### config.mk
export PLATFORM = sky130hd
export DESIGN_NAME = pvr_read_mux_flat
export DESIGN_NICKNAME = d
export VERILOG_FILES = /design/src/logic/pvr_pkg.sv /design/src/logic/reg_access_if.sv /design/src/logic/pvr_read_mux.sv /design/src/flat_wrapper.sv
export SDC_FILE = /design/constraint.sdc
export NUM_CORES = 1
export LEC_CHECK = 0
export BUFFER_PORTS_ARGS = -buffer_cell sky130_fd_sc_hd__buf_4
export CORE_MARGIN = 2
export CORE_UTILIZATION = 45
export CTS_CLUSTER_DIAMETER = 30
export DETAILED_ROUTE_END_ITERATION = 10
export HOLD_SLACK_MARGIN = 0.06
export PLACE_DENSITY = 0.83
export SETUP_SLACK_MARGIN = 0.3
export SLEW_MARGIN = 5
export SYNTH_ARGS = -nofsm -noshare
export SYNTH_HDL_FRONTEND = slang
export SYNTH_SLANG_ARGS = --single-unit
export TNS_END_PERCENT = 20
### constraint.sdc
create_clock -name clock -period 1.65 [get_ports clock]
set_clock_uncertainty 0.2 [all_clocks]
set_input_delay 0.165 -clock clock [delete_from_list [all_inputs] [get_ports clock]]
set_output_delay 0.165 -clock clock [all_outputs]
set_load 0.01 [all_outputs]
### src/logic/pvr_pkg.sv
package pvr_pkg;

	typedef logic [15:0] host_addr_t;                   // host byte address
	typedef logic [31:0] reg_word_t;                    // register / palette data word

	// one select per kept register, REG_NONE for anything unmapped
	typedef enum logic [4:0] {
		REG_ID,                                         // read only
		REG_REVISION,                                   // read only
		REG_SOFTRESET,
		REG_STARTRENDER,
		REG_PARAM_BASE,
		REG_REGION_BASE,
		REG_FB_R_CTRL,
		REG_FB_W_CTRL,
		REG_FB_R_SIZE,
		REG_FB_W_SOF1,
		REG_FPU_PARAM_CFG,
		REG_ISP_BACKGND_D,
		REG_SPG_CONTROL,
		REG_VO_CONTROL,
		REG_TA_ISP_BASE,
		REG_TA_ALLOC_CTRL,
		REG_NONE                                        // unmapped, reads zero
	} reg_sel_e;

	// register byte offsets on the host bus
	localparam host_addr_t ID_ADDR            = 16'h0000; // device id
	localparam host_addr_t REVISION_ADDR      = 16'h0004; // revision number
	localparam host_addr_t SOFTRESET_ADDR     = 16'h0008; // core and ta soft reset
	localparam host_addr_t STARTRENDER_ADDR   = 16'h0014; // drawing start
	localparam host_addr_t PARAM_BASE_ADDR    = 16'h0020; // isp parameter base
	localparam host_addr_t REGION_BASE_ADDR   = 16'h002C; // region array base
	localparam host_addr_t FB_R_CTRL_ADDR     = 16'h0044; // fb read control
	localparam host_addr_t FB_W_CTRL_ADDR     = 16'h0048; // fb write control
	localparam host_addr_t FB_R_SIZE_ADDR     = 16'h005C; // fb xy size
	localparam host_addr_t FB_W_SOF1_ADDR     = 16'h0060; // fb write start, field 1
	localparam host_addr_t FPU_PARAM_CFG_ADDR = 16'h007C; // parameter read control
	localparam host_addr_t ISP_BACKGND_D_ADDR = 16'h0088; // background depth
	localparam host_addr_t SPG_CONTROL_ADDR   = 16'h00D0; // sync pulse generator
	localparam host_addr_t VO_CONTROL_ADDR    = 16'h00E8; // video output control
	localparam host_addr_t TA_ISP_BASE_ADDR   = 16'h0128; // ta isp/tsp write base
	localparam host_addr_t TA_ALLOC_CTRL_ADDR = 16'h0140; // object list control

	// palette window spans 1000..1FFC, one 32-bit entry per word
	localparam host_addr_t PAL_BASE_ADDR = 16'h1000;

	// fixed values of the read-only registers
	localparam reg_word_t PVR_ID_VALUE       = 32'h17FD_11DB;
	localparam reg_word_t PVR_REVISION_VALUE = 32'h0000_0011;

endpackage

### src/logic/reg_access_if.sv
`timescale 1ns/1ps

interface reg_access_if
	import pvr_pkg::*;
#(
	parameter int PAL_ADDR_W = 10                       // palette index width
) ();

	logic                  wr_en;                       // chip-selected write, one cycle
	logic                  rd_en;                       // chip-selected read, one cycle
	reg_sel_e              sel;                         // decoded register
	logic                  pal_hit;                     // address inside palette window
	logic [PAL_ADDR_W-1:0] pal_index;                   // palette word index
	reg_word_t             wdata;                       // host write word

	modport decode (output wr_en, rd_en, sel, pal_hit, pal_index, wdata);
	modport bank (input wr_en, sel, wdata);
	modport palette (input wr_en, rd_en, pal_hit, pal_index, wdata);
	modport result (input rd_en, pal_hit);

endinterface
### src/logic/pvr_read_mux.sv
`timescale 1ns/1ps

module pvr_read_mux
	import pvr_pkg::*;
(
	input  logic         clock,
	input  logic         reset_n,
	reg_access_if.result acc,                           // read strobe and palette flag
	input  reg_word_t    reg_rdata_i,                   // combinational register word
	input  reg_word_t    pal_rdata_i,                   // palette word, already registered
	output reg_word_t    dout_o                         // host read data
);

	reg_word_t reg_rdata_q;                             // register word of the last read
	logic      pal_sel_q;                               // last read went to the palette

	// both sources are sampled on the same read edge
	always_ff @(posedge clock or negedge reset_n) begin
		if (!reset_n) begin
			reg_rdata_q <= '0;
			pal_sel_q   <= 1'b0;
		end else if (acc.rd_en) begin
			reg_rdata_q <= reg_rdata_i;
			pal_sel_q   <= acc.pal_hit;
		end
	end

	// palette word only moves on a palette read, so dout holds between reads
	assign dout_o = pal_sel_q ? pal_rdata_i : reg_rdata_q;

endmodule

### src/flat_wrapper.sv
// flat-port wrapper written by rule: the top's interface ports become plain ports
module pvr_read_mux_flat import pvr_pkg::*;
  (clock, reset_n, reg_rdata_i, pal_rdata_i, dout_o, acc_rd_en, acc_pal_hit);
  reg_access_if acc_i ();
  input  logic clock;
  input  logic reset_n;
  input  reg_word_t reg_rdata_i;
  input  reg_word_t pal_rdata_i;
  output reg_word_t dout_o;
  input wire logic [$bits(acc_i.rd_en)-1:0] acc_rd_en;
  input wire logic [$bits(acc_i.pal_hit)-1:0] acc_pal_hit;
  assign acc_i.rd_en = acc_rd_en;
  assign acc_i.pal_hit = acc_pal_hit;
  pvr_read_mux u_core (.clock(clock), .reset_n(reset_n), .acc(acc_i), .reg_rdata_i(reg_rdata_i), .pal_rdata_i(pal_rdata_i), .dout_o(dout_o));
endmodule
# Word-level counts from Yosys, hierarchy flattened
# Cells that the tools add are included.
# Widths: inputs -> output; s select.
[classes]
muxes = 1
[ops]
columns = ["operator", "count"]
rows = [
  ["$mux 32", 1],
]
[totals]
ff_bits = 33
elab_cells = 3

# Depth between registers and ports, before layout
[logic_depth]
word_depth = 1
depth_mapped = 3
mapped_depth_nobuf = 1

# Worst setup path after synthesis
# Ideal clock, no wire load.
[synth_timing]
path_type = "reg2out"
startpoint = "register u_core.pal_sel_q"
endpoint = "output dout_o[0]"
arrival_time_ns = 0.937
setup_slack_ns = 0.348
stages_incl_launch_ff = 4
cell_sequence = "dfrtp_1 -> buf_6 -> buf_12 -> mux2_4"
[synth_via]
elab_chain_len = 1
[synth_rtl]
columns = ["item", "line", "source"]
rows = [
  ["from (decl)", "pvr_read_mux.sv:15", "logic pal_sel_q;"],
  ["from (signal assigned)", "pvr_read_mux.sv:24", "pal_sel_q <= acc.pal_hit;"],
  ["$mux 32", "pvr_read_mux.sv:29", "assign dout_o = pal_sel_q ? pal_rdata_i : reg_rdata_q;"],
  ["to (decl)", "flat_wrapper.sv:9", "output reg_word_t dout_o;"],
]
# No other way between the ends.

# Final worst setup path
[layout_timing]
startpoint = "register u_core.pal_sel_q"
endpoint = "output dout_o[20]"
# Same word-level chain as after synthesis.

==> out/qor.yml <==
status:
  run_status: "finished, violations left"
  violations: "negative setup slack"
clock_network:
  clockBufferDepth: 2
  root_buffer: "clkbuf_8"
  cts_setup_buffers: 0
  cts_num_sinks: 33
  clk_pin_slew_worst_paths_ps: 70
  clkLatencyLatePin_ps: 270
  cts_tree: "built"
  htree_levels: 2
  cts_buffers: 5
drt:
  dr_total_vias: 1407
  firstDrtPassIters: 4
  ant_nets: 0
  wl_per_cell_um: 17.1
  drt_wl_total_mm: 5.04
  drc: 0
  drt_iter0_drc: 43
  vias_per_cell: 4.79
power_and_ir_drop:
  ir_drop_uv: 563
  p_int_w: 0.00190
  p_comb_frac: 0.363
  seqPwrFrac: 0.376
  clockPowerShare: 0.261
  power.density_nw_per_um2: 778
  power.switching_w: 0.000626
  leakagePower_nw: 1.66
  p_sw_frac: 0.248
critical_path:
  arrival_ps: 1360
  crit_type: "reg -> out"
  cp_max_fo: 14
  cp.required_ps: 1280
  cp-start-kind: "flop"
  r2r_slack_ps: 420
  critPathCaptureType: "primary output"
sta:
  hold_viol: 0
  period_share: 1.05
  final.setup.tns_ps: -1880
  tightest_slew_ps: 416
  setup_violations: 32
  setup_ws_ps: -77.5
  rsz0062_at_grt: "true"
  max_freq_mhz: 579
  drv_slew: 0
  slew_headroom: 0.723
  period_minus_slack_ps: 1730
finish:
  layout-drive-gt1-share: 0.730
  fin_area_um2: 3250
  area_growth_pct: 68.9
  nNetsFinal: 311
  final_util: 0.800
  antenna_cells: 0
  instances_no_fill: 294
floorplanning:
  dieHeight_um: 69.4
  dieArea_um2: 4810
  rows: 23
  start_util: 0.474
  io_pins: 100
  die_x_um: 69.4
  core_area_um2: 4060
global_routing:
  grt_usage: 0.217
  grt_pass1_wl_mm: 8.20
  antenna_found_initial: 0
  grt-ovfl-total: 0
  grt_start_max_net_pins: 34
  grt_pass1_vias: 1675
synth:
  postSynthAreaPerCell_um2: 18.1
  netlist_instances: 106
  yosys_warnings: 0
  syn-cell-area_um2: 1920
  yosysSeqAreaShare: 0.430
  synth_cell_types: 5
  synth_nets: 174
  ys_seq_elements: 33
placed_design:
  place_congestion: 0.795
  placedCellCount: 251
  pre_cts_slack_ps: 184
  hpwl_mm: 3.35
  io_buffers: 99
  dpl_cell_area_um2: 2640
worst_hold_path:
  min_path_type: "in -> reg"
flow_run:
  drv_cap: 0
[metal layers]
layer / part of all wire / routed length (um) / track usage / up-vias
li1: - / - / - / 652
met1: 0.37 / 1860 / 0.232 / 677
met2: 0.55 / 2780 / 0.410 / 67
met3: 0.059 / 297 / 0.0523 / 11
met4: 0.018 / 91 / 0.0784 / 0
met5: 0 / 0 / 0 / -
[synthesized netlist by cell type]
master,count,area (um2)
buf_12,6,120
dfrtp_1,33,826
mux2_4,59,886
mux2_2,6,67.6
buf_6,2,22.5
[kinds of logic (layout without fill, tap and decap cells)]
group | count (synthesis) | in the layout | share of synthesized area
multiplexers | 65 | 65 | 0.496
flip-flops | 33 | 33 | 0.430
buffers and inverters | 8 | 146 | 0.0742
[per-stage QoR]
stage	hold WS [ps]	power, W
after CTS	110	0.00252
final	114	0.00253
after global placement	-79.8	0.00168
after global routing	106	0.00263
after floorplan	-331	0.00140
after detailed placement	-69.9	0.00171
[state kept, by name, summed over array words and instances (netlist names)]
name	flops
u_core.pal_sel_q	1
u_core.reg_rdata_q	32
[cell type report]
class | instances | area, um2
Clock buffer | 7 | 96.3
Fill cell | 226 | 812
Multi-Input combinational cell | 65 | 965
Sequential cell | 33 | 827
Tap cell | 50 | 62.6
Timing Repair Buffer | 138 | 1290
Clock inverter | 1 | 5.00
[critical path, stage by stage (launching register included)]
cell and delay [ps]:
dfrtp_2 440, buf_12 190, mux2_4 320, buf_6 120
[final timing paths]
check	to	depth (start not counted)	startpoint
worst max-delay path	dout_o[20]	3	u_core.pal_sel_q
worst min-delay path	u_core.reg_rdata_q[20]	2	acc_rd_en
worst max register to register	u_core.pal_sel_q	2	u_core.pal_sel_q
worst min register to register	u_core.reg_rdata_q[5]	1	u_core.reg_rdata_q[5]
max in group asynchronous	u_core.pal_sel_q	2	reset_n
min in group asynchronous	u_core.reg_rdata_q[3]	2	reset_n
[layout by cell type, fill, tap and decap left out]
cell,instances
buf_12,2
buf_16,1
buf_4,68
buf_6,33
clkbuf_8,7
clkinv_2,1
dfrtp_1,32
dfrtp_2,1
dlygate4sd3_1,34
mux2_2,3
mux2_4,62
[repair_timing]
action | in CTS | in global routing
gates resized for setup | 29 | 8
endpoints found under the setup margin | 32 | 32
gates cloned | 1 | 0
hold buffers | 34 | 0
endpoints found under the hold margin | 66 | 0
[power groups by stage]
stage	sequential [W]	clock (W)	combinational, W
after floorplan	0.000936	0	0.000465
after global placement	0.000949	0	0.000729
after detailed placement	0.000956	0	0.000751
after CTS	0.000947	0.000669	0.000903
after global routing	0.000958	0.000707	0.000969
final	0.000948	0.000660	0.000917
(Power assumes the default switching activity.)
