--- config.mk ---
export PLATFORM = sky130hd
export DESIGN_NAME = pvr_reg_bank_flat
export DESIGN_NICKNAME = d
export VERILOG_FILES = /design/src/logic/pvr_pkg.sv /design/src/logic/reg_access_if.sv /design/src/logic/pvr_reg_bank.sv /design/src/flat_wrapper.sv
export SDC_FILE = /design/constraint.sdc
export NUM_CORES = 1
export LEC_CHECK = 0
export BUFFER_PORTS_ARGS = -buffer_cell sky130_fd_sc_hd__clkbuf_2
export CAP_MARGIN = 25
export CORE_MARGIN = 5
export CORE_UTILIZATION = 45
export CTS_CLUSTER_SIZE = 28
export DETAILED_ROUTE_END_ITERATION = 10
export MAX_ROUTING_LAYER = met4
export PLACE_DENSITY_LB_ADDON = 0.1
export SYNTH_ARGS = -nofsm -noshare
export SYNTH_HDL_FRONTEND = slang
export SYNTH_SLANG_ARGS = --single-unit
--- constraint.sdc ---
create_clock -name clock -period 4.9 [get_ports clock]
set_clock_uncertainty 0.1 [all_clocks]
set_input_delay 0.245 -clock clock [delete_from_list [all_inputs] [get_ports clock]]
set_output_delay 0.245 -clock clock [all_outputs]
set_load 0.01 [all_outputs]
--- src/logic/pvr_pkg.sv ---
package pvr_pkg;

	typedef logic [15:0] host_addr_t;                   // host byte address
	typedef logic [31:0] reg_word_t;                    // register / palette data word

	// one select per kept register, REG_NONE for anything unmapped
	typedef enum logic [4:0] {
		REG_ID,                                         // read only
		REG_REVISION,                                   // read only
		REG_SOFTRESET,
		REG_STARTRENDER,
		REG_PARAM_BASE,
		REG_REGION_BASE,
		REG_FB_R_CTRL,
		REG_FB_W_CTRL,
		REG_FB_R_SIZE,
		REG_FB_W_SOF1,
		REG_FPU_PARAM_CFG,
		REG_ISP_BACKGND_D,
		REG_SPG_CONTROL,
		REG_VO_CONTROL,
		REG_TA_ISP_BASE,
		REG_TA_ALLOC_CTRL,
		REG_NONE                                        // unmapped, reads zero
	} reg_sel_e;

	// register byte offsets on the host bus
	localparam host_addr_t ID_ADDR            = 16'h0000; // device id
	localparam host_addr_t REVISION_ADDR      = 16'h0004; // revision number
	localparam host_addr_t SOFTRESET_ADDR     = 16'h0008; // core and ta soft reset
	localparam host_addr_t STARTRENDER_ADDR   = 16'h0014; // drawing start
	localparam host_addr_t PARAM_BASE_ADDR    = 16'h0020; // isp parameter base
	localparam host_addr_t REGION_BASE_ADDR   = 16'h002C; // region array base
	localparam host_addr_t FB_R_CTRL_ADDR     = 16'h0044; // fb read control
	localparam host_addr_t FB_W_CTRL_ADDR     = 16'h0048; // fb write control
	localparam host_addr_t FB_R_SIZE_ADDR     = 16'h005C; // fb xy size
	localparam host_addr_t FB_W_SOF1_ADDR     = 16'h0060; // fb write start, field 1
	localparam host_addr_t FPU_PARAM_CFG_ADDR = 16'h007C; // parameter read control
	localparam host_addr_t ISP_BACKGND_D_ADDR = 16'h0088; // background depth
	localparam host_addr_t SPG_CONTROL_ADDR   = 16'h00D0; // sync pulse generator
	localparam host_addr_t VO_CONTROL_ADDR    = 16'h00E8; // video output control
	localparam host_addr_t TA_ISP_BASE_ADDR   = 16'h0128; // ta isp/tsp write base
	localparam host_addr_t TA_ALLOC_CTRL_ADDR = 16'h0140; // object list control

	// palette window spans 1000..1FFC, one 32-bit entry per word
	localparam host_addr_t PAL_BASE_ADDR = 16'h1000;

	// fixed values of the read-only registers
	localparam reg_word_t PVR_ID_VALUE       = 32'h17FD_11DB;
	localparam reg_word_t PVR_REVISION_VALUE = 32'h0000_0011;

endpackage

--- src/logic/reg_access_if.sv ---
`timescale 1ns/1ps

interface reg_access_if
	import pvr_pkg::*;
#(
	parameter int PAL_ADDR_W = 10                       // palette index width
) ();

	logic                  wr_en;                       // chip-selected write, one cycle
	logic                  rd_en;                       // chip-selected read, one cycle
	reg_sel_e              sel;                         // decoded register
	logic                  pal_hit;                     // address inside palette window
	logic [PAL_ADDR_W-1:0] pal_index;                   // palette word index
	reg_word_t             wdata;                       // host write word

	modport decode (output wr_en, rd_en, sel, pal_hit, pal_index, wdata);
	modport bank (input wr_en, sel, wdata);
	modport palette (input wr_en, rd_en, pal_hit, pal_index, wdata);
	modport result (input rd_en, pal_hit);

endinterface
--- src/logic/pvr_reg_bank.sv ---
`timescale 1ns/1ps

module pvr_reg_bank
	import pvr_pkg::*;
(
	input  logic       clock,
	input  logic       reset_n,
	reg_access_if.bank acc,                             // decoded write path
	output reg_word_t  rdata_o,                         // word of the selected register
	output reg_word_t  param_base_o,                    // to region-array parser
	output reg_word_t  region_base_o,
	output reg_word_t  fpu_param_cfg_o,
	output reg_word_t  ta_alloc_ctrl_o
);

	reg_word_t softreset_q;                             // core and ta soft reset
	reg_word_t startrender_q;                           // drawing start
	reg_word_t param_base_q;
	reg_word_t region_base_q;
	reg_word_t fb_r_ctrl_q;
	reg_word_t fb_w_ctrl_q;
	reg_word_t fb_r_size_q;
	reg_word_t fb_w_sof1_q;
	reg_word_t fpu_param_cfg_q;
	reg_word_t isp_backgnd_d_q;
	reg_word_t spg_control_q;
	reg_word_t vo_control_q;
	reg_word_t ta_isp_base_q;
	reg_word_t ta_alloc_ctrl_q;

	always_ff @(posedge clock or negedge reset_n) begin
		if (!reset_n) begin
			softreset_q     <= '0;
			startrender_q   <= '0;
			param_base_q    <= '0;
			region_base_q   <= '0;
			fb_r_ctrl_q     <= '0;
			fb_w_ctrl_q     <= '0;
			fb_r_size_q     <= '0;
			fb_w_sof1_q     <= '0;
			fpu_param_cfg_q <= '0;
			isp_backgnd_d_q <= '0;
			spg_control_q   <= '0;
			vo_control_q    <= '0;
			ta_isp_base_q   <= '0;
			ta_alloc_ctrl_q <= '0;
		end else if (acc.wr_en) begin
			case (acc.sel)
				REG_SOFTRESET:     softreset_q     <= acc.wdata;
				REG_STARTRENDER:   startrender_q   <= acc.wdata;
				REG_PARAM_BASE:    param_base_q    <= acc.wdata;
				REG_REGION_BASE:   region_base_q   <= acc.wdata;
				REG_FB_R_CTRL:     fb_r_ctrl_q     <= acc.wdata;
				REG_FB_W_CTRL:     fb_w_ctrl_q     <= acc.wdata;
				REG_FB_R_SIZE:     fb_r_size_q     <= acc.wdata;
				REG_FB_W_SOF1:     fb_w_sof1_q     <= acc.wdata;
				REG_FPU_PARAM_CFG: fpu_param_cfg_q <= acc.wdata;
				REG_ISP_BACKGND_D: isp_backgnd_d_q <= acc.wdata;
				REG_SPG_CONTROL:   spg_control_q   <= acc.wdata;
				REG_VO_CONTROL:    vo_control_q    <= acc.wdata;
				REG_TA_ISP_BASE:   ta_isp_base_q   <= acc.wdata;
				REG_TA_ALLOC_CTRL: ta_alloc_ctrl_q <= acc.wdata;
				default: ;                              // id, revision, unmapped: dropped
			endcase
		end
	end

	always_comb begin
		case (acc.sel)
			REG_ID:            rdata_o = PVR_ID_VALUE;
			REG_REVISION:      rdata_o = PVR_REVISION_VALUE;
			REG_SOFTRESET:     rdata_o = softreset_q;
			REG_STARTRENDER:   rdata_o = startrender_q;
			REG_PARAM_BASE:    rdata_o = param_base_q;
			REG_REGION_BASE:   rdata_o = region_base_q;
			REG_FB_R_CTRL:     rdata_o = fb_r_ctrl_q;
			REG_FB_W_CTRL:     rdata_o = fb_w_ctrl_q;
			REG_FB_R_SIZE:     rdata_o = fb_r_size_q;
			REG_FB_W_SOF1:     rdata_o = fb_w_sof1_q;
			REG_FPU_PARAM_CFG: rdata_o = fpu_param_cfg_q;
			REG_ISP_BACKGND_D: rdata_o = isp_backgnd_d_q;
			REG_SPG_CONTROL:   rdata_o = spg_control_q;
			REG_VO_CONTROL:    rdata_o = vo_control_q;
			REG_TA_ISP_BASE:   rdata_o = ta_isp_base_q;
			REG_TA_ALLOC_CTRL: rdata_o = ta_alloc_ctrl_q;
			default:           rdata_o = '0;            // unmapped reads zero
		endcase
	end

	// config words go straight out to the render side
	assign param_base_o    = param_base_q;
	assign region_base_o   = region_base_q;
	assign fpu_param_cfg_o = fpu_param_cfg_q;
	assign ta_alloc_ctrl_o = ta_alloc_ctrl_q;

endmodule

--- src/flat_wrapper.sv ---
// flat-port wrapper written by rule: the top's interface ports become plain ports
module pvr_reg_bank_flat import pvr_pkg::*;
  (clock, reset_n, rdata_o, param_base_o, region_base_o, fpu_param_cfg_o, ta_alloc_ctrl_o, acc_wr_en, acc_sel, acc_wdata);
  reg_access_if acc_i ();
  input  logic clock;
  input  logic reset_n;
  output reg_word_t rdata_o;
  output reg_word_t param_base_o;
  output reg_word_t region_base_o;
  output reg_word_t fpu_param_cfg_o;
  output reg_word_t ta_alloc_ctrl_o;
  input wire logic [$bits(acc_i.wr_en)-1:0] acc_wr_en;
  input wire logic [$bits(acc_i.sel)-1:0] acc_sel;
  input wire logic [$bits(acc_i.wdata)-1:0] acc_wdata;
  assign acc_i.wr_en = acc_wr_en;
  assign acc_i.sel = acc_sel;
  assign acc_i.wdata = acc_wdata;
  pvr_reg_bank u_core (.clock(clock), .reset_n(reset_n), .acc(acc_i), .rdata_o(rdata_o), .param_base_o(param_base_o), .region_base_o(region_base_o), .fpu_param_cfg_o(fpu_param_cfg_o), .ta_alloc_ctrl_o(ta_alloc_ctrl_o));
endmodule
Yosys cells after proc, flatten, opt, wreduce, memory -nomap -nowiden
Index checks and enable logic that the tools add are counted.
{"block": "totals", "latch_bits": 0, "out_inout_bits": 160, "romBits": 0, "mem_bits_rw": 0, "reg_bits": 448, "wordCells": 45, "mem_count": 0}
{"block": "classes", "n_lt_le_gt_ge": 0, "eq_ne": 15, "mux": 1, "shift": 0, "add_sub_neg": 0, "n_mul": 0, "bitwise": 0, "n_reduce_logical": 15, "n_div": 0}
{"operator": "one-hot mux 32 bit (16 select lines)", "n": 1}
{"operator": "equality test 5 x 4 -> 1 bit (second input constant)", "n": 8}
{"operator": "AND reduction 2 bit", "n": 14}
{"operator": "equality test 5 x 3 -> 1 bit (second input constant)", "n": 4}
{"operator": "equality test 5 x 2 -> 1 bit (second input constant)", "n": 2}
{"operator": "equality test 5 x 1 -> 1 bit (second input constant)", "n": 1}
{"operator": "zero test 5 bit", "n": 1}

Logic depth before layout (Yosys ltp)
{"block": "logic_depth", "ltp_word": 2, "ltp_mapped": 7}

Worst setup path before layout
No wires, ideal clock.
{"block": "synth_timing", "path_kind": "input-to-output", "start": "input port acc_sel[2]", "end": "output port rdata_o[16]", "cell_stages": 6, "n_path_buf": 2, "arrival_ns": 1.680, "setup_slack_ns": 2.875, "cell_sequence": "buf_2 > buf_1 > mux2i_1 > nor2_1 > a2111oi_0 > nand3_1"}
{"block": "synth_via", "elab_chain_len": 2}
{"item": "start: declaration", "line": "flat_wrapper.sv:13", "source": "input wire logic [$bits(acc_i.sel)-1:0] acc_sel;"}
{"item": "equality test 5 x 4 -> 1 bit, or another cell as far along", "line": "pvr_reg_bank.sv:69", "source": "case (acc.sel)"}
{"item": "one-hot mux 32 bit (16 select lines) *", "line": "pvr_reg_bank.sv:69"}
{"item": "end: declaration", "line": "flat_wrapper.sv:7", "source": "output reg_word_t rdata_o;"}
Mark *: on every way between the ends. The rest lies on a longest branch, timed or not.

Worst setup path in the final report
{"block": "layout_timing", "start": "input port acc_sel[1]", "end": "output port rdata_o[30]"}
Same word-level chain as after synthesis.

==> impl_metrics.ini <==
[outcome]
status = complete, no violations

[place]
place_hpwl_um = 39100
gp_congestion = 0.834
dp.cells = 2244
dpl_cell_area_mm2 = 0.0222
dp_slack_ns = 1.53
port_buffers = 199

[detailed_routing]
wl_per_cell_um = 27.2
antenna_left = 0
wl_met1_um = 29900
dr_wl_met2_um = 29000
via_count = 14000
via_per_inst = 5.95
drt_first_pass_iters = 5
dr.first_iter.drc_count = 966
drc = 0
top_layer_used = met4
wl_met3_um = 3580
totalWireLength_um = 63900

[cts]
cts.clk_slew.worst_paths_ns = 0.06
post-cts-setup-buffers = 0
cts_sinks = 448
clkLatencyLatePin_ns = 0.56
cts_tree = yes
h-tree-depth = 2
numCtsBuffers = 49
root_buffer = clkbuf_16
cts_resized = 0
cts_buffer_depth = 3

[finish]
n_antenna_cell = 0
fin_area_mm2 = 0.0241
fill_cells = 3968
layout-drive-gt1-share = 0.450
seq_area_mm2 = 0.0112
fin_nets = 1748
area_growth_pct = 16.6
multi_input_area_mm2 = 0.00878
finalNonFillerCells = 2347

[setup_path]
slowest_stage = or4b_2
critPathMaxFanout = 45
critPathMaxStageDelay_ns = 1.13
rrSetupSlack_ns = 3.94
crit_arrival_ns = 2.95
crit_family = simple AND/OR/NAND/NOR gates
required_ns = 4.55
crit_path_end_kind = output port
critPathLaunchType = input pin
critical_path_class = in2out
critPathBufInv = 2
crit_chain = buf_4 > or4b_2 > o22ai_1 > a21oi_1 > nand4_1 > clkbuf_2

[floorplan]
die_area_mm2 = 0.0502
io_pins = 200
fp-row-count = 78
core-area_mm2 = 0.0454
die_height_um = 224
start_util = 0.455
die_w_um = 224

[logic_synthesis]
synth_largest_area_cell = dfrtp_1
synthFlopType = dfrtp_1
ys_ff_latch = 448
yosysWarningCount = 0
synth_nets = 1584
synthCells = 1544
ys_seq_area_frac = 0.543
synth_top_area_share = 0.543
synth_area_leaders = dfrtp_1, mux2_2, mux2i_1
synth_most_common_cell = dfrtp_1
netlist_area_mm2 = 0.0206
synth_cell_type_count = 54
synth_area_per_cell_um2 = 13.4
async_reset_ff_frac = 1.00
synthTopCellsByCount = dfrtp_1, mux2_2, mux2i_1
synth_edf_count = 0

[sta]
finalSetupViolations = 0
worstMarginPinSlew_ns = 1.07
maxSlewViolCount = 0
finalSetupTns_ns = 0
fin_crit_ns = 3.29
whs_ns = 0.0311
rsz0062_at_grt = false
relSlewSlack = 0.287
finalHoldViolCount = 0
clock.fmax_mhz = 304
fin_crit_sh = 0.672
setup_ws_ns = 1.61

[run]
drv_cap = 0

[grt]
grt_max_degree = 153
gr-total-overflow = 0
grt_pass1_vias = 14300
grt_first_pass_wirelength_um = 96200
grtUsageTotal = 0.259
antenna_found_initial = 0

[power]
vdd_drop_max_mv = 0.285
p_leak_nw = 11.6
power_density_mw_per_mm2 = 436

[worst_hold_path]
min-delay-path-class = in2reg
[timing repair]
item | in CTS | in global routing
endpoints found under the setup margin | 0 | 0
endpoints found under the hold margin | 138 | 0
hold buffers | 13 | 0
[cell families after synthesis]
group,Yosys count,share of synthesized area
flip-flops,448,0.543
AND/OR/NAND/NOR,236,0.0667
AO/OA/AOI/OAI,151,0.0517
buffers and inverters,156,0.0348
multiplexers,553,0.303
[worst paths after layout]
check | start | to | cells past startpoint
max | acc_sel[1] | rdata_o[30] | 6
min | acc_wdata[9] | u_core.startrender_q[9] | 2
max reg2reg | u_core.fpu_param_cfg_o[14] | u_core.fpu_param_cfg_o[14] | 1
min reg2reg | u_core.ta_isp_base_q[12] | u_core.ta_isp_base_q[12] | 1
max in group asynchronous | reset_n | u_core.fpu_param_cfg_o[18] | 3
min in group asynchronous | reset_n | u_core.ta_alloc_ctrl_o[0] | 2
[layout by cell type, fill, tap and decap left out, types with 3 or more instances in the layout]
cell type,count
dfrtp_1,448
mux2_2,401
clkbuf_2,195
mux2i_1,95
and3_1,81
clkbuf_16,50
a21oi_1,38
a2111oi_0,37
buf_4,37
nor2_1,34
mux2_4,30
o22ai_1,25
nand3_1,24
mux2_1,24
a22oi_1,20
inv_1,16
nand4_1,15
nand2_1,14
nor3_1,13
clkinv_2,13
dlygate4sd3_1,13
clkbuf_8,9
nor2_4,8
clkbuf_1,8
a31oi_1,7
a221oi_1,7
bufinv_16,7
buf_12,7
o2bb2ai_1,6
nand2_2,6
nand2b_1,4
nand3b_1,4
mux4_2,3
or4_1,3
nor2_2,3
[where the power goes]
group	switching, mW	internal (mW)
Clock	1.55	2.38
Combinational	0.795	0.883
Sequential	0.464	4.42
Total	2.81	7.68
[per-layer routing]
metal | up-vias | GRT usage
met3 | 101 | 0.0377
met1 | 7423 | 0.377
li1 | 6012 | -
met2 | 429 | 0.384
met4 | 0 | 0.0656
met5 | - | -
[stage by stage]
| stage | power [mW] | util |
|---|---|---|
| finish | 10.5 | 0.530 |
| global route | 11.0 | 0.530 |
| CTS | 10.6 | 0.530 |
| detailed placement | 6.63 | 0.490 |
| global placement | 6.57 | 0.489 |
| floorplan | 5.87 | - |
[area by class of cell]
class                   instances  share of cell area
clock buffers                  67              0.0584
clock inverters                23              0.0128
inverters                      16             0.00250
multi-input cells             940               0.365
flip-flops and latches        448               0.466
well taps                     600              0.0312
repair buffers                253              0.0640
Note: power is estimated with default switching activity, not from simulation.
