<file path="src/logic/pvr_pkg.sv">
package pvr_pkg;

	typedef logic [15:0] host_addr_t;                   // host byte address
	typedef logic [31:0] reg_word_t;                    // register / palette data word

	// one select per kept register, REG_NONE for anything unmapped
	typedef enum logic [4:0] {
		REG_ID,                                         // read only
		REG_REVISION,                                   // read only
		REG_SOFTRESET,
		REG_STARTRENDER,
		REG_PARAM_BASE,
		REG_REGION_BASE,
		REG_FB_R_CTRL,
		REG_FB_W_CTRL,
		REG_FB_R_SIZE,
		REG_FB_W_SOF1,
		REG_FPU_PARAM_CFG,
		REG_ISP_BACKGND_D,
		REG_SPG_CONTROL,
		REG_VO_CONTROL,
		REG_TA_ISP_BASE,
		REG_TA_ALLOC_CTRL,
		REG_NONE                                        // unmapped, reads zero
	} reg_sel_e;

	// register byte offsets on the host bus
	localparam host_addr_t ID_ADDR            = 16'h0000; // device id
	localparam host_addr_t REVISION_ADDR      = 16'h0004; // revision number
	localparam host_addr_t SOFTRESET_ADDR     = 16'h0008; // core and ta soft reset
	localparam host_addr_t STARTRENDER_ADDR   = 16'h0014; // drawing start
	localparam host_addr_t PARAM_BASE_ADDR    = 16'h0020; // isp parameter base
	localparam host_addr_t REGION_BASE_ADDR   = 16'h002C; // region array base
	localparam host_addr_t FB_R_CTRL_ADDR     = 16'h0044; // fb read control
	localparam host_addr_t FB_W_CTRL_ADDR     = 16'h0048; // fb write control
	localparam host_addr_t FB_R_SIZE_ADDR     = 16'h005C; // fb xy size
	localparam host_addr_t FB_W_SOF1_ADDR     = 16'h0060; // fb write start, field 1
	localparam host_addr_t FPU_PARAM_CFG_ADDR = 16'h007C; // parameter read control
	localparam host_addr_t ISP_BACKGND_D_ADDR = 16'h0088; // background depth
	localparam host_addr_t SPG_CONTROL_ADDR   = 16'h00D0; // sync pulse generator
	localparam host_addr_t VO_CONTROL_ADDR    = 16'h00E8; // video output control
	localparam host_addr_t TA_ISP_BASE_ADDR   = 16'h0128; // ta isp/tsp write base
	localparam host_addr_t TA_ALLOC_CTRL_ADDR = 16'h0140; // object list control

	// palette window spans 1000..1FFC, one 32-bit entry per word
	localparam host_addr_t PAL_BASE_ADDR = 16'h1000;

	// fixed values of the read-only registers
	localparam reg_word_t PVR_ID_VALUE       = 32'h17FD_11DB;
	localparam reg_word_t PVR_REVISION_VALUE = 32'h0000_0011;

endpackage

</file>
<file path="src/logic/reg_access_if.sv">
`timescale 1ns/1ps

interface reg_access_if
	import pvr_pkg::*;
#(
	parameter int PAL_ADDR_W = 10                       // palette index width
) ();

	logic                  wr_en;                       // chip-selected write, one cycle
	logic                  rd_en;                       // chip-selected read, one cycle
	reg_sel_e              sel;                         // decoded register
	logic                  pal_hit;                     // address inside palette window
	logic [PAL_ADDR_W-1:0] pal_index;                   // palette word index
	reg_word_t             wdata;                       // host write word

	modport decode (output wr_en, rd_en, sel, pal_hit, pal_index, wdata);
	modport bank (input wr_en, sel, wdata);
	modport palette (input wr_en, rd_en, pal_hit, pal_index, wdata);
	modport result (input rd_en, pal_hit);

endinterface
</file>
<file path="src/logic/pvr_addr_decode.sv">
`timescale 1ns/1ps

module pvr_addr_decode
	import pvr_pkg::*;
#(
	parameter int PAL_ADDR_W = 10                       // palette index width
) (
	input  logic       reg_cs_i,                        // register space chip select
	input  host_addr_t addr_i,                          // host byte address
	input  reg_word_t  din_i,                           // host write data
	input  logic       rd_i,                            // host read strobe
	input  logic       wr_i,                            // host write strobe
	reg_access_if.decode acc                            // decoded access out
);

	// strobes only count with the chip select up
	assign acc.wr_en = reg_cs_i & wr_i;
	assign acc.rd_en = reg_cs_i & rd_i;
	assign acc.wdata = din_i;

	// window is the 4k page at PAL_BASE_ADDR, low byte bits ignored
	assign acc.pal_hit = (addr_i[15:12] == PAL_BASE_ADDR[15:12]);

	// word address, a narrower index simply aliases over the window
	assign acc.pal_index = addr_i[PAL_ADDR_W+1:2];

	// exact offset match, byte lanes other than 0 are unmapped
	always_comb begin
		case (addr_i)
			ID_ADDR:            acc.sel = REG_ID;
			REVISION_ADDR:      acc.sel = REG_REVISION;
			SOFTRESET_ADDR:     acc.sel = REG_SOFTRESET;
			STARTRENDER_ADDR:   acc.sel = REG_STARTRENDER;
			PARAM_BASE_ADDR:    acc.sel = REG_PARAM_BASE;
			REGION_BASE_ADDR:   acc.sel = REG_REGION_BASE;
			FB_R_CTRL_ADDR:     acc.sel = REG_FB_R_CTRL;
			FB_W_CTRL_ADDR:     acc.sel = REG_FB_W_CTRL;
			FB_R_SIZE_ADDR:     acc.sel = REG_FB_R_SIZE;
			FB_W_SOF1_ADDR:     acc.sel = REG_FB_W_SOF1;
			FPU_PARAM_CFG_ADDR: acc.sel = REG_FPU_PARAM_CFG;
			ISP_BACKGND_D_ADDR: acc.sel = REG_ISP_BACKGND_D;
			SPG_CONTROL_ADDR:   acc.sel = REG_SPG_CONTROL;
			VO_CONTROL_ADDR:    acc.sel = REG_VO_CONTROL;
			TA_ISP_BASE_ADDR:   acc.sel = REG_TA_ISP_BASE;
			TA_ALLOC_CTRL_ADDR: acc.sel = REG_TA_ALLOC_CTRL;
			default:            acc.sel = REG_NONE;     // includes the palette window
		endcase
	end

endmodule

</file>
<file path="src/flat_wrapper.sv">
// flat-port wrapper written by rule: the top's interface ports become plain ports
module pvr_addr_decode_flat import pvr_pkg::*;
#(
	parameter int PAL_ADDR_W = 10                                             
)
  (reg_cs_i, addr_i, din_i, rd_i, wr_i, acc_wr_en, acc_rd_en, acc_sel, acc_pal_hit, acc_pal_index, acc_wdata);
  reg_access_if #(.PAL_ADDR_W(PAL_ADDR_W)) acc_i ();
  input  logic reg_cs_i;
  input  host_addr_t addr_i;
  input  reg_word_t din_i;
  input  logic rd_i;
  input  logic wr_i;
  output wire logic [$bits(acc_i.wr_en)-1:0] acc_wr_en;
  output wire logic [$bits(acc_i.rd_en)-1:0] acc_rd_en;
  output wire logic [$bits(acc_i.sel)-1:0] acc_sel;
  output wire logic [$bits(acc_i.pal_hit)-1:0] acc_pal_hit;
  output wire logic [$bits(acc_i.pal_index)-1:0] acc_pal_index;
  output wire logic [$bits(acc_i.wdata)-1:0] acc_wdata;
  assign acc_wr_en = acc_i.wr_en;
  assign acc_rd_en = acc_i.rd_en;
  assign acc_sel = acc_i.sel;
  assign acc_pal_hit = acc_i.pal_hit;
  assign acc_pal_index = acc_i.pal_index;
  assign acc_wdata = acc_i.wdata;
  pvr_addr_decode #(.PAL_ADDR_W(PAL_ADDR_W)) u_core (.reg_cs_i(reg_cs_i), .addr_i(addr_i), .din_i(din_i), .rd_i(rd_i), .wr_i(wr_i), .acc(acc_i));
endmodule
</file>
<file path="config.mk">
export PLATFORM = sky130hd
export DESIGN_NAME = pvr_addr_decode_flat
export DESIGN_NICKNAME = d
export VERILOG_FILES = /design/src/logic/pvr_pkg.sv /design/src/logic/reg_access_if.sv /design/src/logic/pvr_addr_decode.sv /design/src/flat_wrapper.sv
export SDC_FILE = /design/constraint.sdc
export NUM_CORES = 1
export LEC_CHECK = 0
export BUFFER_PORTS_ARGS = -buffer_cell sky130_fd_sc_hd__buf_2
export CORE_MARGIN = 2
export CORE_UTILIZATION = 33
export DETAILED_ROUTE_END_ITERATION = 8
export PLACE_DENSITY = 0.95
export SLEW_MARGIN = 20
export SYNTH_ARGS = -nofsm -noshare
export SYNTH_HDL_FRONTEND = slang
export SYNTH_SLANG_ARGS = --single-unit
</file>
<file path="constraint.sdc">
create_clock -name vclk -period 1.7
set_input_delay 0.085 -clock vclk [all_inputs]
set_output_delay 0.085 -clock vclk [all_outputs]
set_load 0.01 [all_outputs]
</file>
* Yosys cells after proc, flatten, opt, wreduce, memory -nomap -nowiden
Cells that the tools add are included.
Cells by class: add/subtract/negate cells 0, multiply operators 0, divide/modulo/power cells 0, $lt $le $gt $ge 0, equal/unequal tests 16, shifts and indexed selects 0, multiplexer cells 1, bitwise gates (word level) 2, reductions and logical operators 1
Operators by type and width (count):
- == test 16 x 7 -> 1 bit, second input constant | 5
- case mux 5 bit (16 select lines) | 1
- == test 16 x 8 -> 1 bit, second input constant | 3
- == test 16 x 6 -> 1 bit, second input constant | 2
- == test 16 x 9 -> 1 bit, second input constant | 2
- == test 16 x 3 -> 1 bit, second input constant | 1
- == test 16 x 4 -> 1 bit, second input constant | 1
- == test 16 x 5 -> 1 bit, second input constant | 1
- logical NOT 16 bit | 1
- == test 4 x 1 -> 1 bit, second input constant | 1
- AND 1 bit | 2
Word-level totals: register bits 0, bits in latches 0, memory bits (writable) 0, memory bits (read-only) 0, input bits 51, memories kept 0

* Depth between registers and ports, before layout
Gate-level depths: netlist (run 1).
word-level depth 2, gate-level depth with buffers 5

* Least setup slack after synthesis (run 1)
Ideal clock, no wire load.
kind input to output, from input port addr_i[6], to output port acc_sel[1], data arrival time 1419 ps, path slack 196 ps, cell stages on the path 5, cells stage by stage buf_4 > or3b_1 > a2111o_1 > a221oi_2 > a41o_1
Between the ends: cells in the longest elaborated chain, start to end 2, elaborated cells between the ends (all ways) 17, those cells by class 15 x eq/ne; 1 x mux; 1 x reduce/logical
RTL lines:
- start, declared | line flat_wrapper.sv:9 | input host_addr_t addr_i;
- == test 16 x 9 -> 1 bit (tied with other cells) | line pvr_addr_decode.sv:29 | case (addr_i)
- case mux 5 bit (16 select lines) * | line pvr_addr_decode.sv:29
- end, declared | line flat_wrapper.sv:15 | output wire logic [$bits(acc_i.sel)-1:0] acc_sel;
Every way passes the cells marked *; elsewhere a longest branch is shown, timed or not.

* Final worst setup path (run 1)
from input port addr_i[5], to output port acc_sel[4]
Same word-level chain as after synthesis.

==> results of run 1 <==
-- layer usage --
metal | up-vias | global-route usage | share of wire
li1 | 332 | - | -
met2 | 23 | 0.2222 | 0.53
met4 | 0 | 0.09649 | 0.054
met1 | 317 | 0.1105 | 0.35
met3 | 12 | 0.02011 | 0.065
met5 | - | 0 | 0
-- logic make-up after synthesis --
kind of cell / share of synthesized area
compound gates: 0.1709
xor+xnor: 0.01173
buf+inv: 0.4589
mux: 0.01507
simple gates: 0.3434
-- cell type report --
| cell class | instances | share of cell area |
|---|---|---|
| multi-input cells | 61 | 0.6015 |
| well taps | 28 | 0.05119 |
| repair buffers | 44 | 0.3473 |
-- placed cells by master, fill, tap and decap left out --
cell type,synthesis,final
a2111o_1,2,2
a2111oi_0,1,1
a21o_1,1,1
a21oi_1,2,2
a221oi_1,1,1
a221oi_2,1,1
a31oi_1,3,3
a41o_1,1,1
and2_1,3,3
and3_1,2,2
buf_2,1,37
buf_4,43,7
mux2_2,1,1
nand2_1,4,4
nand2b_1,3,3
nand3_1,2,2
nand3b_1,3,3
nor2_1,8,8
nor2b_1,4,4
nor3_1,3,3
nor3b_1,2,2
nor4_1,1,1
nor4b_1,3,3
nor4bb_1,1,1
o211ai_1,1,1
o21ai_0,2,2
o311ai_0,1,1
or2b_1,1,1
or3_1,1,1
or3b_1,1,1
or3b_2,1,1
xor2_2,0,1
-- metrics by stage --
step	util	cell area, um2	TNS [ns]	instances
2_1_floorplan	-	747.0	0	109
3_3_place_gp	0.3120	676.9	0	133
3_5_place_dp	0.3120	676.9	-0.01197	133
4_1_cts	0.3120	676.9	0	133
5_1_grt	0.3155	684.4	0	133
6_report	0.3155	684.4	0	133
-- worst paths after layout --
| path | startpoint | to | slack [ns] | cells past startpoint |
|---|---|---|---|---|
| hold / removal | din_i[0] | acc_wdata[0] | 0.17 | 0 |
| setup / recovery | addr_i[5] | acc_sel[4] | 0.05 | 6 |
-- timing repair --
action / in CTS / in global routing
gates resized for setup: 0 / 1
setup endpoints to repair: 2 / 4
gates cloned: 0 / 0
pin swaps: 1 / 3
-- power by group through the flow --
stage / combinational (W) / sequential [W] / clock, W
finish: 0.000123 / 0 / 0
floorplan: 0.000156 / 0 / 0
global placement: 0.000119 / 0 / 0
detailed placement: 0.000122 / 0 / 0
CTS: 0.000122 / 0 / 0
global route: 0.000136 / 0 / 0
==> flow_summary.yaml, run 1 <==
timing:
  fmax_mhz: 604.4
  slew_violations: 0
  setup_viol: 0
  setup_slack_ns: 0.04546
  max_slew_margin: 0.7035
  finalCritPeriodShare: 0.9733
  tightest_slew_ns: 0.4335
  rsz0062_at_grt: "no"
  fin_crit_ns: 1.655
  hold_slack_ns: 0.1700
  finalHoldViolCount: 0
power:
  p_leak_nw: 0.3004
  power.share.clock: 0
  power.total_w: 0.0001231
  vdd_ir_drop_max_mv: 0.06658
  p_int_w: 0.00005823
  seqPwrFrac: 0
  switching_share: 0.5270
  powerDensity_nw_per_um2: 179.9
  p_sw_w: 0.00006488
  p_comb_frac: 1.000
cells_and_area:
  final_nets: 158
  fillers: 247
  multi_input_comb_area_um2: 411.6
  num_antenna_cells: 0
  drive_gt1_frac: 0.4571
  area_growth_pct: -8.375
  n_clock_buffer: 0
  seq_cells: 0
  ff_latch_area_um2: 0
critical_path:
  crit_path_start_kind: "input port"
  crit_buf_inv: 2
  crit_required_ns: 1.62
  worstPathMaxFanout: 4
  path_delay_family: "compound AO/OA/AOI/OAI gates"
  arrival_ns: 1.57
  crit_type: "input port to output port"
  crit_top_cell: "buf_2"
  critPathMaxStageDelay_ns: 0.43
  path_cells: "buf_2, or3b_1, a2111o_1, a221oi_2, a2111oi_0, buf_2"
  crit_slowest_cell: "a2111o_1"
  crit_path_end_kind: "output port"
routing:
  drt_iter0_drc: 10
  via_per_inst: 5.143
  wl_per_cell_um: 11.89
  dr.pass1.iters: 4
  wl_um: 1582
  drc: 0
  via_count: 684
  drt.antenna.violating_nets: 0
synth:
  ys_warn_count: 0
  ys_top_cells_by_count: "buf_4 (43), nor2_1 (8), clkbuf_1 (4), nand2_1 (4), nor2b_1 (4)"
  synth_fp_nets: 160
  ys_types: 33
  avgSynthCellArea_um2: 6.853
  yosys-top-cells-area: "buf_4 (43%), nor2_1 (4.0%), nor4b_1 (3.5%)"
  yosysTopAreaCell: "buf_4"
  netlist_area_um2: 747.0
  yosysSeqAreaShare: 0
  syn_inst: 109
  synth_top_area_share: 0.4322
  synth_most_common_cell: "buf_4"
floorplan:
  start_util: 0.3443
  die_y_um: 51.58
  io_pins: 101
  die-width_um: 51.58
  core_um2: 2170
  fp-row-count: 17
  dieArea_um2: 2660
clock_tree:
  cts_hold_buf: 0
  cts_setup_buffers: 0
global_route:
  grt_pass1_wl_um: 2525
  grt_max_degree: 14
  antenna_found_initial: 0
  grt_pass1_vias: 644
  track_usage: 0.1184
  gr-total-overflow: 0
run_status:
  status: "complete, no violations"
place:
  dp_hpwl_um: 1301
  io_buffers: 37
  post-place-ws_ns: -0.01197
  gp_congestion: 0.8030
worst_hold_path:
  hold_path_class: "input port to output port"
job:
  max_cap_viol_count: 0
(Power assumes the default switching activity.)
==> inputs of run 2 (changes only) <==
Settings changed: REMOVE_ABC_BUFFERS set to 1.
==> run 2 against run 1 <==
Core utilization is 1.9 points higher. Worst setup slack better by 0.013 ns. Final area is 6.0% higher. Hold slack hardly changed. Total power is 8.4% higher. Final cell count is 1.5% higher. Maximum frequency is 0.79% higher. Combinational power is 8% higher. Sequential cell count stayed put. Via count is 11% higher. Global-route usage is 7.8 points higher. Largest power group unchanged.
==> flow_summary.yaml, run 2 (same netlist as run 1, synthesis figures left out) <==
cells_and_area:
  drive_gt1_frac: 0.4860
  seq_cells: 0
  area_growth_pct: -2.848
  finish.instance_area_um2: 725.7
  final_nets: 160
  n_clock_buffer: 0
  utilization: 0.3345
  ff_latch_area_um2: 0
  mostFrequentLayoutCell: "buf_2"
  final_cell_mix: "buf_2 (35), buf_4 (9), nor2_1 (8)"
  num_antenna_cells: 0
power:
  powerDensity_nw_per_um2: 183.9
  p_leak_nw: 0.3172
  p_sw_w: 0.00006811
  power.share.clock: 0
  p_comb_frac: 1.000
  seqPwrFrac: 0
  vdd_ir_drop_max_mv: 0.1194
  p_int_w: 0.00006534
  switching_share: 0.5104
timing:
  hold_slack_ns: 0.1701
  setup_viol: 0
  rsz0062_at_grt: "yes"
  finalHoldViolCount: 0
  tns_ns: 0
  fin_crit_ns: 1.641
  finalCritPeriodShare: 0.9656
  fmax_mhz: 609.2
  slew_violations: 0
  max_slew_margin: 0.7198
  setup_slack_ns: 0.05850
  tightest_slew_ns: 0.4144
global_route:
  grt_pass1_wl_um: 3788
  gr-total-overflow: 0
  antenna_found_initial: 0
  grt_pass1_vias: 663
  track_usage: 0.1963
  grt_max_degree: 14
place:
  gp_congestion: 0.8946
  dp_hpwl_um: 2317
  post-place-ws_ns: 0.006053
  place_area_um2: 684.4
  io_buffers: 37
critical_path:
  arrival_ns: 1.56
  crit_path_end_kind: "output port"
  crit_type: "input port to output port"
  crit_path_start_kind: "input port"
  crit_required_ns: 1.62
  worstPathMaxFanout: 3
floorplan:
  dieArea_um2: 2660
  start_util: 0.3443
  core_um2: 2170
  fp-row-count: 17
  die-width_um: 51.58
  die_y_um: 51.58
  io_pins: 101
routing:
  dr.pass1.iters: 4
  drt-met1-wl_um: 931
  top_layer: "met4"
  via_per_inst: 5.600
  wl_per_cell_um: 20.34
  via_count: 756
  drt_iter0_drc: 15
  wl_um: 2746
  wl_met2_um: 1154
  drc: 0
  drt.antenna.violating_nets: 0
  route.met3.wl_um: 657
clock_tree:
  cts_hold_buf: 0
run_status:
  status: "complete, no violations"
worst_hold_path:
  hold_path_class: "input port to output port"
job:
  max_cap_viol_count: 0
[run 2: per-stage QoR]
step	power (W)	instances
after floorplan	0.00003882	61
after global placement	0.0001211	134
after detailed placement	0.0001242	134
after CTS	0.0001247	134
after global routing	0.0001439	135
final	0.0001334	135
[run 2: critical path, cell delays in order]
cell and delay, ns:
buf_8 0.10, or3_4 0.38, a2111o_1 0.43, a221oi_2 0.31, a41o_1 0.13, buf_2 0.12
[run 2: area by class of cell]
type,instances,area (um2)
fillers,259,1444
well taps,28,35.03
repair buffers,46,269.0
multi-input cells,61,421.7
[run 2: repair_timing]
action / in CTS / in global routing
gates resized for setup: 0 / 9
setup endpoints to repair: 0 / 4
setup buffers: 0 / 1
[run 2: power groups by stage]
| stage | registers, W | clock network (W) | logic (W) |
|---|---|---|---|
| 2_1_floorplan | 0 | 0 | 0.0000388 |
| 3_3_place_gp | 0 | 0 | 0.000121 |
| 3_5_place_dp | 0 | 0 | 0.000124 |
| 4_1_cts | 0 | 0 | 0.000125 |
| 5_1_grt | 0 | 0 | 0.000144 |
| 6_report | 0 | 0 | 0.000133 |
[run 2: layer usage]
layer  vias to the layer above  GRT usage
li1                        335          -
met1                       342     0.2035
met2                        77     0.2949
met3                         2     0.1983
met4                         0          0
met5                         -    0.04762
[run 2: final timing paths]
path / startpoint / depth (start not counted) / endpoint
max: addr_i[1] / 6 / acc_sel[1]
min: din_i[25] / 0 / acc_wdata[25]
==> inputs of run 3 (changes only) <==
--- a/config.mk
+++ b/config.mk
@@ -16,2 +16,3 @@
 export SYNTH_HDL_FRONTEND = slang
 export SYNTH_SLANG_ARGS = --single-unit
+export TNS_END_PERCENT = 10
==> constraint.sdc (replaced) <==
create_clock -name vclk -period 1.7
set_input_delay 0.17 -clock vclk [all_inputs]
set_output_delay 0.17 -clock vclk [all_outputs]
set_load 0.01 [all_outputs]
==> run 3 against run 2 <==
The flow now finishes with violations (setup timing). Final cell count grew 1.5%. Final area is 1.7% higher. Sequential cell count stayed put. Clock-buffer cell count unchanged. Global-route usage grew 0.060 points. Non-clock buffer count increased by 2. Worst setup slack got worse by 0.16 ns. Combinational power up 3%. Via count decreased by 1.6%. Core utilization rose by 0.58 points. Hold slack improved by 0.17 ns. Maximum frequency fell by 8.8%. Largest power group unchanged. Highest routed layer is now met3.
==> flow_summary.yaml, run 3 (same netlist as run 1, synthesis figures left out) <==
power:
  powerDensity_nw_per_um2: 185.4
  vdd_ir_drop_max_mv: 0.1022
  p_leak_nw: 0.3275
  power.total_w: 0.0001369
floorplan:
  dieArea_um2: 2660
  die_y_um: 51.58
  fp-row-count: 17
  io_pins: 101
  core_um2: 2170
  die-width_um: 51.58
  start_util: 0.3443
timing:
  finalHoldViolCount: 0
  fmax_mhz: 555.6
  setup_viol: 4
  finalCritPeriodShare: 1.059
  slew_violations: 0
  fin_crit_ns: 1.800
  max_slew_margin: 0.7581
  rsz0062_at_grt: "yes"
  hold_slack_ns: 0.3401
  tightest_slew_ns: 0.3578
  setup_slack_ns: -0.09974
critical_path:
  crit_path_end_kind: "output port"
  crit_path_start_kind: "input port"
  crit_type: "input port to output port"
  arrival_ns: 1.63
  worstPathMaxFanout: 4
  crit_required_ns: 1.53
cells_and_area:
  seq_cells: 0
  drive_gt1_frac: 0.4954
  area_growth_pct: -1.172
  mostFrequentLayoutCell: "buf_2"
  ff_latch_area_um2: 0
  n_clock_buffer: 0
  final_cell_mix: "buf_2 (35), buf_4 (11), nor2_1 (8)"
  final_nets: 162
  num_antenna_cells: 0
routing:
  drt_iter0_drc: 20
  drt.antenna.violating_nets: 0
  wl_per_cell_um: 18.96
  drc: 0
  dr.pass1.iters: 4
  via_per_inst: 5.431
  wl_um: 2598
  via_count: 744
worst_hold_path:
  hold_path_class: "input port to output port"
place:
  dp_hpwl_um: 2290
  io_buffers: 37
  gp_congestion: 0.8323
global_route:
  antenna_found_initial: 0
  grt_pass1_wl_um: 3781
  gr-total-overflow: 0
  track_usage: 0.1969
  grt_max_degree: 12
  grt_pass1_vias: 648
run_status:
  violations: "setup timing"
  status: "finished with violations"
job:
  max_cap_viol_count: 0
clock_tree:
  cts_hold_buf: 0
[run 3: cell types whose count changed in the layout (fill, tap and decap cells not counted)]
cell | before | now
or3b_4 | 0 | 1
nor3_1 | 2 | 3
buf_4 | 9 | 11
or3b_1 | 1 | 0
nor3_2 | 1 | 0
[run 3: per-stage QoR]
step	setup TNS [ns]	util	setup slack, ns	instance area (um2)	std cells
after global placement	-0.4660	0.3258	-0.1181	706.9	137
after CTS	-0.3397	0.3310	-0.1229	718.2	137
final	-0.2369	0.3403	-0.09974	738.2	137
after detailed placement	-0.5377	0.3258	-0.1644	706.9	137
after global routing	-0.5588	0.3403	-0.1597	738.2	137
after floorplan	0	-	0.08154	404.1	61
[run 3: power breakdown]
part	total, W	switching [W]	internal, W
clock	0	0	0
combinational	0.000137	0.0000675	0.0000693
sequential	0	0	0
total	0.000137	0.0000675	0.0000693
[run 3: layout make-up]
cell class / count / area [um2]
Tap cell: 28 / 35.03
Multi-Input combinational cell: 61 / 419.2
Fill cell: 246 / 1431
Timing Repair Buffer: 48 / 284.0
[run 3: layer usage]
layer / routed length, um / global-route usage / vias up / share of wire
met3: 632 / 0.1954 / 0 / 0.24
met4: 0 / 0 / 0 / 0
li1: - / - / 341 / -
met2: 1055 / 0.2821 / 68 / 0.41
met1: 910 / 0.2175 / 335 / 0.35
met5: 0 / 0.04762 / - / 0
[run 3: what timing repair did]
| action | in CTS | in global routing |
|---|---|---|
| setup endpoints to repair | 5 | 5 |
| gates resized for setup | 2 | 5 |
| setup buffers | 0 | 0 |
| pin swaps | 6 | 2 |
[run 3: worst max-delay path, cell delays in order]
cell      delay (ns)
buf_8           0.10
or3b_4          0.38
a2111o_1        0.40
a221oi_2        0.33
a41o_1          0.13
buf_2           0.12
[run 3: final timing paths]
check	cells after the start	from	to
max	6	addr_i[3]	acc_sel[1]
min	0	din_i[25]	acc_wdata[25]
